**config.mk**
```make
export PLATFORM = sky130hd
export DESIGN_NAME = exec_core
export DESIGN_NICKNAME = d
export VERILOG_FILES = /design/src/ex_pkg.sv /design/src/ex_stage_if.sv /design/src/alu_unit.sv /design/src/exec_core.sv /design/src/issue_stage.sv /design/src/mul_unit.sv /design/src/reg_file.sv /design/src/result_pipe.sv
export SDC_FILE = /design/constraint.sdc
export NUM_CORES = 2
export LEC_CHECK = 0
export ABC_CLOCK_PERIOD_IN_PS = 10100
export BUFFER_PORTS_ARGS = -buffer_cell sky130_fd_sc_hd__buf_4
export CAP_MARGIN = 0
export CORE_ASPECT_RATIO = 0.9
export CORE_UTILIZATION = 30
export CTS_BUF_LIST = sky130_fd_sc_hd__clkbuf_8
export DETAILED_ROUTE_END_ITERATION = 8
export PLACE_DENSITY_LB_ADDON = 0.15
export SYNTH_ARGS = -nofsm -noshare
export SYNTH_HDL_FRONTEND = slang
export SYNTH_HIERARCHICAL = 1
export SYNTH_SLANG_ARGS = --single-unit
```
**constraint.sdc**
```tcl
create_clock -name clk -period 10.1 [get_ports clk]
set_input_delay 1.01 -clock clk [delete_from_list [all_inputs] [get_ports clk]]
set_output_delay 1.01 -clock clk [all_outputs]
set_load 0.1 [all_outputs]
```
**src/ex_pkg.sv**
```systemverilog
package ex_pkg;

    // Datapath and register index widths
    localparam int xlen       = 32;
    localparam int reg_addr_w = 5;

    // Major opcodes
    localparam logic [6:0] opc_op     = 7'b0110011;
    localparam logic [6:0] opc_op_imm = 7'b0010011;

    // funct7 selectors
    localparam logic [6:0] funct7_alt    = 7'b0100000;
    localparam logic [6:0] funct7_muldiv = 7'b0000001;

    // funct3 codes of the OP and OP-IMM groups
    localparam logic [2:0] f3_add  = 3'd0;
    localparam logic [2:0] f3_sll  = 3'd1;
    localparam logic [2:0] f3_slt  = 3'd2;
    localparam logic [2:0] f3_sltu = 3'd3;
    localparam logic [2:0] f3_xor  = 3'd4;
    localparam logic [2:0] f3_sr   = 3'd5;
    localparam logic [2:0] f3_or   = 3'd6;
    localparam logic [2:0] f3_and  = 3'd7;

    typedef struct packed {
        logic [6:0]            funct7;
        logic [reg_addr_w-1:0] rs2;
        logic [reg_addr_w-1:0] rs1;
        logic [2:0]            funct3;
        logic [reg_addr_w-1:0] rd;
        logic [6:0]            opcode;
    } insn_r_t;

    typedef struct packed {
        logic [11:0]           imm;
        logic [reg_addr_w-1:0] rs1;
        logic [2:0]            funct3;
        logic [reg_addr_w-1:0] rd;
        logic [6:0]            opcode;
    } insn_i_t;

    // One instruction word, read as R-type or I-type depending on the opcode
    typedef union packed {
        insn_r_t r;
        insn_i_t i;
    } insn_u;

    typedef enum logic [3:0] {
        alu_add, alu_sub, alu_sll, alu_slt, alu_sltu,
        alu_xor, alu_srl, alu_sra, alu_or, alu_and
    } alu_op_e;

    // Encoding follows funct3 of the M extension
    typedef enum logic [1:0] {
        mul_mul, mul_mulh, mul_mulhsu, mul_mulhu
    } mul_op_e;

    typedef enum logic {
        unit_alu, unit_mul
    } unit_e;

endpackage

```
**src/ex_stage_if.sv**
```systemverilog
`timescale 1ns/1ps

// Issue bundle from the decode-to-execute slot to the execution units
interface ex_issue_if import ex_pkg::*; ();
    logic                  issue_valid;
    unit_e                 unit;
    alu_op_e               alu_op;
    mul_op_e               mul_op;
    logic [xlen-1:0]       operand_a;
    logic [xlen-1:0]       operand_b;
    logic [reg_addr_w-1:0] rd;

    modport issue (output issue_valid, unit, alu_op, mul_op, operand_a, operand_b, rd);
    modport exec  (input issue_valid, unit, alu_op, mul_op, operand_a, operand_b);
    modport track (input issue_valid, unit, rd);
endinterface

// Status of the two EX stages for operand forwarding
interface ex_fwd_if import ex_pkg::*; ();
    logic                  ex1_pending;
    logic [reg_addr_w-1:0] ex1_rd;
    logic                  ex1_data_valid;
    logic [xlen-1:0]       ex1_data;
    logic                  ex2_pending;
    logic [reg_addr_w-1:0] ex2_rd;
    logic                  ex2_data_valid;
    logic [xlen-1:0]       ex2_data;
    logic                  ex1_free;

    modport source (output ex1_pending, ex1_rd, ex1_data_valid, ex1_data,
                    ex2_pending, ex2_rd, ex2_data_valid, ex2_data, ex1_free);
    modport sink   (input ex1_pending, ex1_rd, ex1_data_valid, ex1_data,
                    ex2_pending, ex2_rd, ex2_data_valid, ex2_data, ex1_free);
endinterface

```
**src/alu_unit.sv**
```systemverilog
`timescale 1ns/1ps

module alu_unit import ex_pkg::*; (
    ex_issue_if.exec        exec,
    output logic [xlen-1:0] o_result
);

    logic [xlen-1:0] a;
    logic [xlen-1:0] b;
    logic [xlen-1:0] diff;
    logic [4:0]      shamt;
    logic            sign_a;
    logic            sign_b;
    logic            lt_signed;
    logic            lt_unsigned;

    assign a      = exec.operand_a;
    assign b      = exec.operand_b;
    assign diff   = a - b;
    assign shamt  = b[4:0];
    assign sign_a = a[xlen-1];
    assign sign_b = b[xlen-1];

    // With equal signs the difference cannot overflow
    assign lt_signed   = (sign_a != sign_b) ? sign_a : diff[xlen-1];
    assign lt_unsigned = (sign_a != sign_b) ? sign_b : diff[xlen-1];

    always_comb begin
        case (exec.alu_op)
            alu_add:  o_result = a + b;
            alu_sub:  o_result = diff;
            alu_sll:  o_result = a << shamt;
            alu_slt:  o_result = {{(xlen-1){1'b0}}, lt_signed};
            alu_sltu: o_result = {{(xlen-1){1'b0}}, lt_unsigned};
            alu_xor:  o_result = a ^ b;
            alu_srl:  o_result = a >> shamt;
            alu_sra:  o_result = $unsigned($signed(a) >>> shamt);
            alu_or:   o_result = a | b;
            alu_and:  o_result = a & b;
            default:  o_result = '0;
        endcase
    end

endmodule

```
**src/exec_core.sv**
```systemverilog
`timescale 1ns/1ps

module exec_core import ex_pkg::*; (
    input  logic                  clk,
    input  logic                  resetn,
    input  logic                  i_valid,
    output logic                  o_ready,
    input  insn_u                 i_insn,
    output logic                  o_wb_valid,
    output logic [reg_addr_w-1:0] o_wb_rd,
    output logic [xlen-1:0]       o_wb_data
);

    logic [reg_addr_w-1:0] rs1_sel;
    logic [reg_addr_w-1:0] rs2_sel;
    logic [xlen-1:0]       rs1_data;
    logic [xlen-1:0]       rs2_data;
    logic [xlen-1:0]       alu_result;
    logic [xlen-1:0]       mul_result;
    logic                  mul_ready;
    logic                  mul_valid;

    ex_issue_if issue_bus ();
    ex_fwd_if   fwd_bus ();

    issue_stage issue_i (
        .clk         (clk),
        .resetn      (resetn),
        .i_valid     (i_valid),
        .o_ready     (o_ready),
        .i_insn      (i_insn),
        .o_rs1_sel   (rs1_sel),
        .o_rs2_sel   (rs2_sel),
        .i_rs1_data  (rs1_data),
        .i_rs2_data  (rs2_data),
        .i_mul_ready (mul_ready),
        .issue       (issue_bus.issue),
        .fwd         (fwd_bus.sink)
    );

    reg_file reg_file_i (
        .clk        (clk),
        .resetn     (resetn),
        .i_rs1_sel  (rs1_sel),
        .o_rs1_data (rs1_data),
        .i_rs2_sel  (rs2_sel),
        .o_rs2_data (rs2_data),
        .i_we       (o_wb_valid),
        .i_wd_sel   (o_wb_rd),
        .i_wd_data  (o_wb_data)
    );

    alu_unit alu_i (
        .exec     (issue_bus.exec),
        .o_result (alu_result)
    );

    mul_unit mul_i (
        .clk      (clk),
        .resetn   (resetn),
        .exec     (issue_bus.exec),
        .o_ready  (mul_ready),
        .o_valid  (mul_valid),
        .o_result (mul_result)
    );

    result_pipe result_pipe_i (
        .clk          (clk),
        .resetn       (resetn),
        .track        (issue_bus.track),
        .i_alu_result (alu_result),
        .i_mul_valid  (mul_valid),
        .i_mul_result (mul_result),
        .fwd          (fwd_bus.source),
        .o_wb_valid   (o_wb_valid),
        .o_wb_rd      (o_wb_rd),
        .o_wb_data    (o_wb_data)
    );

endmodule

```
**src/issue_stage.sv**
```systemverilog
`timescale 1ns/1ps

module issue_stage import ex_pkg::*; (
    input  logic                  clk,
    input  logic                  resetn,
    input  logic                  i_valid,
    output logic                  o_ready,
    input  insn_u                 i_insn,
    output logic [reg_addr_w-1:0] o_rs1_sel,
    output logic [reg_addr_w-1:0] o_rs2_sel,
    input  logic [xlen-1:0]       i_rs1_data,
    input  logic [xlen-1:0]       i_rs2_data,
    input  logic                  i_mul_ready,
    ex_issue_if.issue             issue,
    ex_fwd_if.sink                fwd
);

    // Decoded fields of the incoming word
    unit_e                 dec_unit;
    alu_op_e               dec_alu_op;
    logic [reg_addr_w-1:0] dec_rs1;
    logic [reg_addr_w-1:0] dec_rs2;
    logic                  dec_use_imm;
    logic [xlen-1:0]       dec_imm;
    logic [2:0]            f3;
    logic                  alt;

    // Decode-to-execute slot
    logic                  slot_valid;
    unit_e                 slot_unit;
    alu_op_e               slot_alu_op;
    mul_op_e               slot_mul_op;
    logic [reg_addr_w-1:0] slot_rd;
    logic [reg_addr_w-1:0] slot_rs1;
    logic [reg_addr_w-1:0] slot_rs2;
    logic                  slot_use_imm;
    logic [xlen-1:0]       slot_imm;

    logic [reg_addr_w-1:0] src_sel [2];
    logic [xlen-1:0]       src_rf  [2];
    logic [xlen-1:0]       src_val [2];
    logic [1:0]            src_stall;
    logic                  can_issue;

    always_comb begin
        dec_unit    = unit_alu;
        dec_use_imm = 1'b0;
        dec_imm     = '0;
        if (i_insn.r.opcode == opc_op_imm) begin
            dec_use_imm = 1'b1;
            dec_rs1     = i_insn.i.rs1;
            dec_rs2     = '0;
            f3          = i_insn.i.funct3;
            dec_imm     = {{(xlen-12){i_insn.i.imm[11]}}, i_insn.i.imm};
            // Only SRAI uses the upper immediate bits as a selector
            alt         = i_insn.i.imm[11:5] == funct7_alt && f3 == f3_sr;
        end else begin
            dec_rs1 = i_insn.r.rs1;
            dec_rs2 = i_insn.r.rs2;
            f3      = i_insn.r.funct3;
            alt     = i_insn.r.funct7 == funct7_alt;
            if (i_insn.r.funct7 == funct7_muldiv) begin
                dec_unit = unit_mul;
            end
        end

        case (f3)
            f3_add:  dec_alu_op = alt ? alu_sub : alu_add;
            f3_sll:  dec_alu_op = alu_sll;
            f3_slt:  dec_alu_op = alu_slt;
            f3_sltu: dec_alu_op = alu_sltu;
            f3_xor:  dec_alu_op = alu_xor;
            f3_sr:   dec_alu_op = alt ? alu_sra : alu_srl;
            f3_or:   dec_alu_op = alu_or;
            default: dec_alu_op = alu_and;
        endcase
    end

    // Forwarding, youngest producer first
    assign src_sel[0] = slot_rs1;
    assign src_sel[1] = slot_rs2;
    assign src_rf[0]  = i_rs1_data;
    assign src_rf[1]  = i_rs2_data;

    always_comb begin
        for (int k = 0; k < 2; k++) begin
            src_val[k]   = src_rf[k];
            src_stall[k] = 1'b0;
            if (src_sel[k] != '0 && fwd.ex1_pending && fwd.ex1_rd == src_sel[k]) begin
                src_val[k]   = fwd.ex1_data;
                src_stall[k] = !fwd.ex1_data_valid;
            end else if (src_sel[k] != '0 && fwd.ex2_pending && fwd.ex2_rd == src_sel[k]) begin
                src_val[k]   = fwd.ex2_data;
                src_stall[k] = !fwd.ex2_data_valid;
            end
        end
    end

    assign can_issue = slot_valid && src_stall == 2'b00 && fwd.ex1_free &&
                       (slot_unit != unit_mul || i_mul_ready);
    assign o_ready   = !slot_valid || can_issue;
    assign o_rs1_sel = slot_rs1;
    assign o_rs2_sel = slot_rs2;

    assign issue.issue_valid = can_issue;
    assign issue.unit        = slot_unit;
    assign issue.alu_op      = slot_alu_op;
    assign issue.mul_op      = slot_mul_op;
    assign issue.rd          = slot_rd;
    assign issue.operand_a   = src_val[0];
    assign issue.operand_b   = slot_use_imm ? slot_imm : src_val[1];

    always_ff @(posedge clk or negedge resetn) begin
        if (!resetn) begin
            slot_valid <= 1'b0;
        end else if (i_valid && o_ready) begin
            slot_valid <= 1'b1;
        end else if (can_issue) begin
            slot_valid <= 1'b0;
        end
    end

    always_ff @(posedge clk) begin
        if (i_valid && o_ready) begin
            slot_unit    <= dec_unit;
            slot_alu_op  <= dec_alu_op;
            slot_mul_op  <= mul_op_e'(f3[1:0]);
            slot_rd      <= i_insn.r.rd;
            slot_rs1     <= dec_rs1;
            slot_rs2     <= dec_rs2;
            slot_use_imm <= dec_use_imm;
            slot_imm     <= dec_imm;
        end
    end

endmodule

```
**src/mul_unit.sv**
```systemverilog
`timescale 1ns/1ps

module mul_unit import ex_pkg::*; (
    input  logic            clk,
    input  logic            resetn,
    ex_issue_if.exec        exec,
    output logic            o_ready,
    output logic            o_valid,
    output logic [xlen-1:0] o_result
);

    logic                    start;
    logic                    a_signed;
    logic                    b_signed;
    logic                    a_neg;
    logic                    b_neg;
    logic [xlen-1:0]         mag_a;
    logic [xlen-1:0]         mag_b;
    logic                    busy;
    logic [$clog2(xlen)-1:0] count;
    logic [2*xlen-1:0]       acc;
    logic [2*xlen-1:0]       acc_next;
    logic [2*xlen-1:0]       mcand;
    logic [2*xlen-1:0]       product;
    logic [xlen-1:0]         mplier;
    logic                    neg;
    mul_op_e                 op;

    assign start    = exec.issue_valid && exec.unit == unit_mul;
    assign a_signed = exec.mul_op == mul_mulh || exec.mul_op == mul_mulhsu;
    assign b_signed = exec.mul_op == mul_mulh;
    assign a_neg    = a_signed && exec.operand_a[xlen-1];
    assign b_neg    = b_signed && exec.operand_b[xlen-1];
    assign mag_a    = a_neg ? -exec.operand_a : exec.operand_a;
    assign mag_b    = b_neg ? -exec.operand_b : exec.operand_b;

    // One multiplier bit per cycle, LSB first
    assign acc_next = mplier[0] ? acc + mcand : acc;
    assign product  = neg ? -acc_next : acc_next;
    assign o_ready  = !busy;

    always_ff @(posedge clk or negedge resetn) begin
        if (!resetn) begin
            busy    <= 1'b0;
            count   <= '0;
            o_valid <= 1'b0;
        end else begin
            o_valid <= 1'b0;
            if (start) begin
                busy  <= 1'b1;
                count <= '0;
            end else if (busy) begin
                count <= count + 1'b1;
                if (count == xlen-1) begin
                    busy    <= 1'b0;
                    o_valid <= 1'b1;
                end
            end
        end
    end

    always_ff @(posedge clk) begin
        if (start) begin
            acc    <= '0;
            mcand  <= {{xlen{1'b0}}, mag_a};
            mplier <= mag_b;
            neg    <= a_neg ^ b_neg;
            op     <= exec.mul_op;
        end else if (busy) begin
            acc    <= acc_next;
            mcand  <= mcand << 1;
            mplier <= mplier >> 1;
            // The sign-corrected product is final on the last step
            if (count == xlen-1) begin
                o_result <= (op == mul_mul) ? product[xlen-1:0] : product[2*xlen-1:xlen];
            end
        end
    end

endmodule

```
**src/reg_file.sv**
```systemverilog
`timescale 1ns/1ps

module reg_file import ex_pkg::*; (
    input  logic                  clk,
    input  logic                  resetn,
    input  logic [reg_addr_w-1:0] i_rs1_sel,
    output logic [xlen-1:0]       o_rs1_data,
    input  logic [reg_addr_w-1:0] i_rs2_sel,
    output logic [xlen-1:0]       o_rs2_data,
    input  logic                  i_we,
    input  logic [reg_addr_w-1:0] i_wd_sel,
    input  logic [xlen-1:0]       i_wd_data
);

    logic [xlen-1:0] regs [2**reg_addr_w];

    // x0 is hardwired to zero
    assign o_rs1_data = (i_rs1_sel == '0) ? '0 : regs[i_rs1_sel];
    assign o_rs2_data = (i_rs2_sel == '0) ? '0 : regs[i_rs2_sel];

    always_ff @(posedge clk or negedge resetn) begin
        if (!resetn) begin
            for (int k = 0; k < 2**reg_addr_w; k++) begin
                regs[k] <= '0;
            end
        end else if (i_we && i_wd_sel != '0) begin
            regs[i_wd_sel] <= i_wd_data;
        end
    end

endmodule

```
**src/result_pipe.sv**
```systemverilog
`timescale 1ns/1ps

module result_pipe import ex_pkg::*; (
    input  logic                  clk,
    input  logic                  resetn,
    ex_issue_if.track             track,
    input  logic [xlen-1:0]       i_alu_result,
    input  logic                  i_mul_valid,
    input  logic [xlen-1:0]       i_mul_result,
    ex_fwd_if.source              fwd,
    output logic                  o_wb_valid,
    output logic [reg_addr_w-1:0] o_wb_rd,
    output logic [xlen-1:0]       o_wb_data
);

    logic                  ex1_pending;
    logic                  ex1_wait;
    logic [reg_addr_w-1:0] ex1_rd;
    logic [xlen-1:0]       ex1_result;
    logic                  ex1_data_valid;
    logic [xlen-1:0]       ex1_data;
    logic                  ex1_move;

    logic                  ex2_pending;
    logic                  ex2_wait;
    logic [reg_addr_w-1:0] ex2_rd;
    logic [xlen-1:0]       ex2_result;
    logic                  ex2_data_valid;
    logic [xlen-1:0]       ex2_data;
    logic                  ex2_retire;

    // At most one multiply is in flight, so a product always belongs to the waiting stage
    assign ex1_data_valid = !ex1_wait || i_mul_valid;
    assign ex1_data       = ex1_wait ? i_mul_result : ex1_result;
    assign ex2_data_valid = !ex2_wait || i_mul_valid;
    assign ex2_data       = ex2_wait ? i_mul_result : ex2_result;

    assign ex2_retire = ex2_pending && ex2_data_valid;
    assign ex1_move   = ex1_pending && (!ex2_pending || ex2_retire);

    always_ff @(posedge clk or negedge resetn) begin
        if (!resetn) begin
            ex1_pending <= 1'b0;
            ex1_wait    <= 1'b0;
        end else if (track.issue_valid) begin
            ex1_pending <= 1'b1;
            ex1_wait    <= track.unit == unit_mul;
        end else if (ex1_move) begin
            ex1_pending <= 1'b0;
            ex1_wait    <= 1'b0;
        end else if (ex1_wait && i_mul_valid) begin
            ex1_wait <= 1'b0;
        end
    end

    always_ff @(posedge clk) begin
        if (track.issue_valid) begin
            ex1_rd     <= track.rd;
            ex1_result <= i_alu_result;
        end else if (ex1_wait && i_mul_valid) begin
            ex1_result <= i_mul_result;
        end
    end

    always_ff @(posedge clk or negedge resetn) begin
        if (!resetn) begin
            ex2_pending <= 1'b0;
            ex2_wait    <= 1'b0;
        end else if (ex1_move) begin
            ex2_pending <= 1'b1;
            ex2_wait    <= !ex1_data_valid;
        end else if (ex2_retire) begin
            ex2_pending <= 1'b0;
            ex2_wait    <= 1'b0;
        end
    end

    always_ff @(posedge clk) begin
        if (ex1_move) begin
            ex2_rd     <= ex1_rd;
            ex2_result <= ex1_data;
        end
    end

    assign o_wb_valid = ex2_retire;
    assign o_wb_rd    = ex2_rd;
    assign o_wb_data  = ex2_data;

    assign fwd.ex1_pending    = ex1_pending;
    assign fwd.ex1_rd         = ex1_rd;
    assign fwd.ex1_data_valid = ex1_data_valid;
    assign fwd.ex1_data       = ex1_data;
    assign fwd.ex2_pending    = ex2_pending;
    assign fwd.ex2_rd         = ex2_rd;
    assign fwd.ex2_data_valid = ex2_data_valid;
    assign fwd.ex2_data       = ex2_data;
    assign fwd.ex1_free       = !ex1_pending || ex1_move;

endmodule

```
==> summary.txt <==
Cells and area
  • Final Non-Filler Cells: ~12000
  • Fraction of layout instances using a drive strength above 1: 0.323
  • Fin area: 0.0970 mm2
  • Multi-input gate area: 0.0494 mm2
  • FF/Latch Area: 0.0341 mm2
  • Fillers: 29300
  • Nets: around 7800
  • Layout area overhead: 10.4%

Global route
  • Vias in the first global route: 67100
  • First-pass GRT wire length: slightly above 500000 um
  • Initial antenna violation count: 15
  • Tot GR Track Use: 0.243
  • Grt ovf: 0
  • Pin count of the biggest net entering global routing: 148

Detailed routing
  • Antenna-violating nets left: 0
  • Routed vias/inst: slightly below 6
  • Detailed Routing Iterations Pass 1: 6
  • DR DRC count: 0
  • Routed wl met3: 21200 um
  • DRT Wirelength: 365000 um
  • First DRT Iteration DRCs: 6435
  • DR WL/cell: 31.3 um
  • DR top layer: met5
  • WL met1: roughly 170000 um
  • Routed vias: just under 70000
  • Met2 routed WL: 161000 um

Pwr
  • Flop pwr share: 0.292
  • Pwr per Cell Area: about 320 mW/mm2
  • Cell internal pwr: ~17 mW
  • Switch share: 0.460
  • Tot Pwr: 30.8 mW
  • Net switching component of the power: about 14 mW
  • Power share of the clock group: 0.179
  • Pleak: between 40 and 50 nW
  • Peak VDD IR: around 0.00015 V
  • Combinational share of power: 0.529

Timing
  • Max Clock Skew: around 77 ps
  • Fin crit period: between 8000 and 9000 ps
  • Hold Vio Cnt, Final: 0
  • Setup TNS: 0 ps
  • Worst slew margin: 0.0942
  • Fin crit share: 0.860
  • Final Slew Violations: 0
  • RSZ-0062 raised after global routing: false
  • Worst slew pin tran: around 1300 ps
  • Final Setup Violations: 0
  • Final worst slack: ~1400 ps
  • Maximum clock rate: 0.115 GHz

Synthesis
  • Asr flop ratio synth: 0.773
  • YS warnings: 6
  • Area share of the largest cell type after synthesis: 0.295
  • Most common cell in the netlist: mux2_2
  • Synth top cells by count: mux2_2 (1089), dfrtp_1 (1036), nand2_1 (474)
  • Post-Syn Nets: 7883
  • Sequential area share after synthesis: 0.388
  • Avg Cell Area, Syn: between 10 and 15 um2
  • Number of enable flip-flop cells after synthesis: between 200 and 250
  • Yosys top cell by area: dfrtp_1
  • Synth Register Bits: roughly 1300
  • Top cells by area, synth: dfrtp_1 (29%), mux2_2 (14%), mux4_2 (12%)
  • Mapped Cells: 7678
  • Netlist cell types: 134
  • Netlist Area Pre-Place: ~0.09 mm2
  • Ys flop type: dfrtp_1

Clocking
  • Clk sink count: 1340
  • Root Buffer: clkbuf_8
  • Clk Latency, worst-skew pair: ~970 ps
  • Post-CTS resize count: 0
  • CTS Hold Bufs: 0
  • CTS tree: built
  • Reg clk slew, reported paths: 60 ps
  • CTS buffer count: 268
  • CTS max path bufs: 4
  • Post-CTS Setup Bufs: 0
  • H-tree Lvls: 5

Placed design
  • DP Area: a little over 0.09 mm2
  • IO Port Bufs: 73
  • Routability cong.: 0.917
  • Worst slack at placement: about 1500 ps
  • Placed insts: between 10000 and 15000
  • Hpwl dp: approximately 250000 um

Die
  • Die width: roughly 570 um
  • Die Ht: 516 um
  • Initial core utilization: 0.302
  • Top-level I/O count: 74
  • Overall die area: between 0.2 and 0.3 mm2
  • Core area: roughly 0.29 mm2
  • Rows: about 190

Setup path
  • Crit end category: flop
  • Crit path DAT: 9380 ps
  • Class of the most critical setup path: reg2reg
  • Slowest stage delay, CP: 960 ps
  • Worst Path Required: 10790 ps
  • CP max FO: 36
  • CP Launch Type: flop
  • Slowest CP cell: o31ai_1

Run status
  • Status: complete, no violations

Job
  • Max cap viols: 0

Worst hold path
  • Hold Path Class: in2async
==> through the flow <==
step                hold WS [ps]  utilization
CTS                         41.1        0.333
global placement             377        0.315
floorplan                    400            -
finish                      94.2        0.333
detailed placement           384        0.315
global route                 103        0.333
==> path summary, 6_finish.rpt <==
kind                                                 to                  start  slack (ps)  depth (start not counted)
min in group clk                    issue_i/issue.rd[0]              i_insn[7]         270                          1
max                        result_pipe_i/ex1_result[31]   issue_i/o_rs2_sel[0]        1410                         29
min                                reg_file_i/regs[717]                 resetn          90                          1
min reg2reg                       reg_file_i/regs[1011]  reg_file_i/regs[1011]         390                          0
max in group asynchronous            reg_file_i/regs[1]                 resetn        7860                          3
max reg2reg                result_pipe_i/ex1_result[31]   issue_i/o_rs2_sel[0]        1410                         29
==> power groups by stage <==
stage | sequential, mW | clock (mW) | combinational, mW
floorplan | 8.38 | 0 | 11.1
global placement | 8.98 | 0 | 16.0
detailed placement | 9.04 | 0 | 16.1
CTS | 8.96 | 5.69 | 16.1
global route | 9.24 | 5.92 | 17.3
finish | 9.01 | 5.51 | 16.3
==> logic make-up after synthesis <==
group,synth area share
compound gates,0.132
xor+xnor,0.0119
fa+ha+maj,0.0246
buf+inv,0.0539
flops,0.388
mux,0.307
simple gates,0.0833
==> cell usage in the layout, fill, tap and decap left out, types with 27 or more instances in the layout <==
cell       synthesis  routed
xor2_1            53      53
a31oi_1           39      39
nand3_1           60      60
clkbuf_8          11     316
o21ai_1          111     141
edfxtp_1         208     208
buf_12             2      27
a211oi_1         207     207
a21oi_1          304     304
mux4_2           460     460
nand2_1          474     457
nor2b_1          100      98
a21o_1            43      43
buf_4             96     323
nor3_1            88      85
ha_1             165     165
and3_1            37      37
nand2b_1          36      33
o31ai_1           72      67
or3_1             33      33
mux2_2          1089    1089
o211ai_1          41      41
nand4_1           61      61
mux2_4            83      83
nor2_1           470     456
mux2i_1          276     276
inv_1            138     232
a21boi_0          43      43
o21ai_0          332     302
and2_1            42      40
xnor2_1           66      66
a311oi_1          71      70
dfxtp_1           96      96
dfrtp_1         1036    1033
a221oi_1          66      66
o2111ai_1         29      29
a22oi_1           83      83
==> worst max-delay path, delay by kind of cell, from the launching register on <==
kind / cells / cell delay, ps
AOI/OAI and AO/OA: 15 / 3610
buffers and inverters: 5 / 1910
adders and majority gates: 2 / 1000
DFF: 1 / 680
muxes: 2 / 590
and+or+nand+nor: 5 / 560
==> area by class of cell <==
| type | instances | share of cell area |
|---|---|---|
| multi-input cells | 5448 | 0.509 |
| inverters | 145 | 0.00569 |
| clock buffers | 316 | 0.0448 |
| clock inverters | 136 | 0.00738 |
| diodes | 4 | 0.000103 |
| repair buffers | 352 | 0.0309 |
| well taps | 3895 | 0.0502 |
| flip-flops and latches | 1340 | 0.351 |
==> metal layers <==
layer / track usage / vias to the layer above
met5: 0 / -
met1: 0.351 / 35800
li1: - / 28900
met3: 0.0335 / 583
met4: 0.0837 / 6
met2: 0.370 / 2513
==> flip-flops by register name, indices dropped and copies added, names as in the netlist, 12 cells and up <==
register and flops:
reg_file_i/regs 1024, issue_i/slot_imm 12, mul_i/acc 64, mul_i/o_result 32, result_pipe_i/ex1_result 32, result_pipe_i/ex2_result 32, mul_i/mplier 32, mul_i/mcand 64
Power figures use the tool's default switching activity.
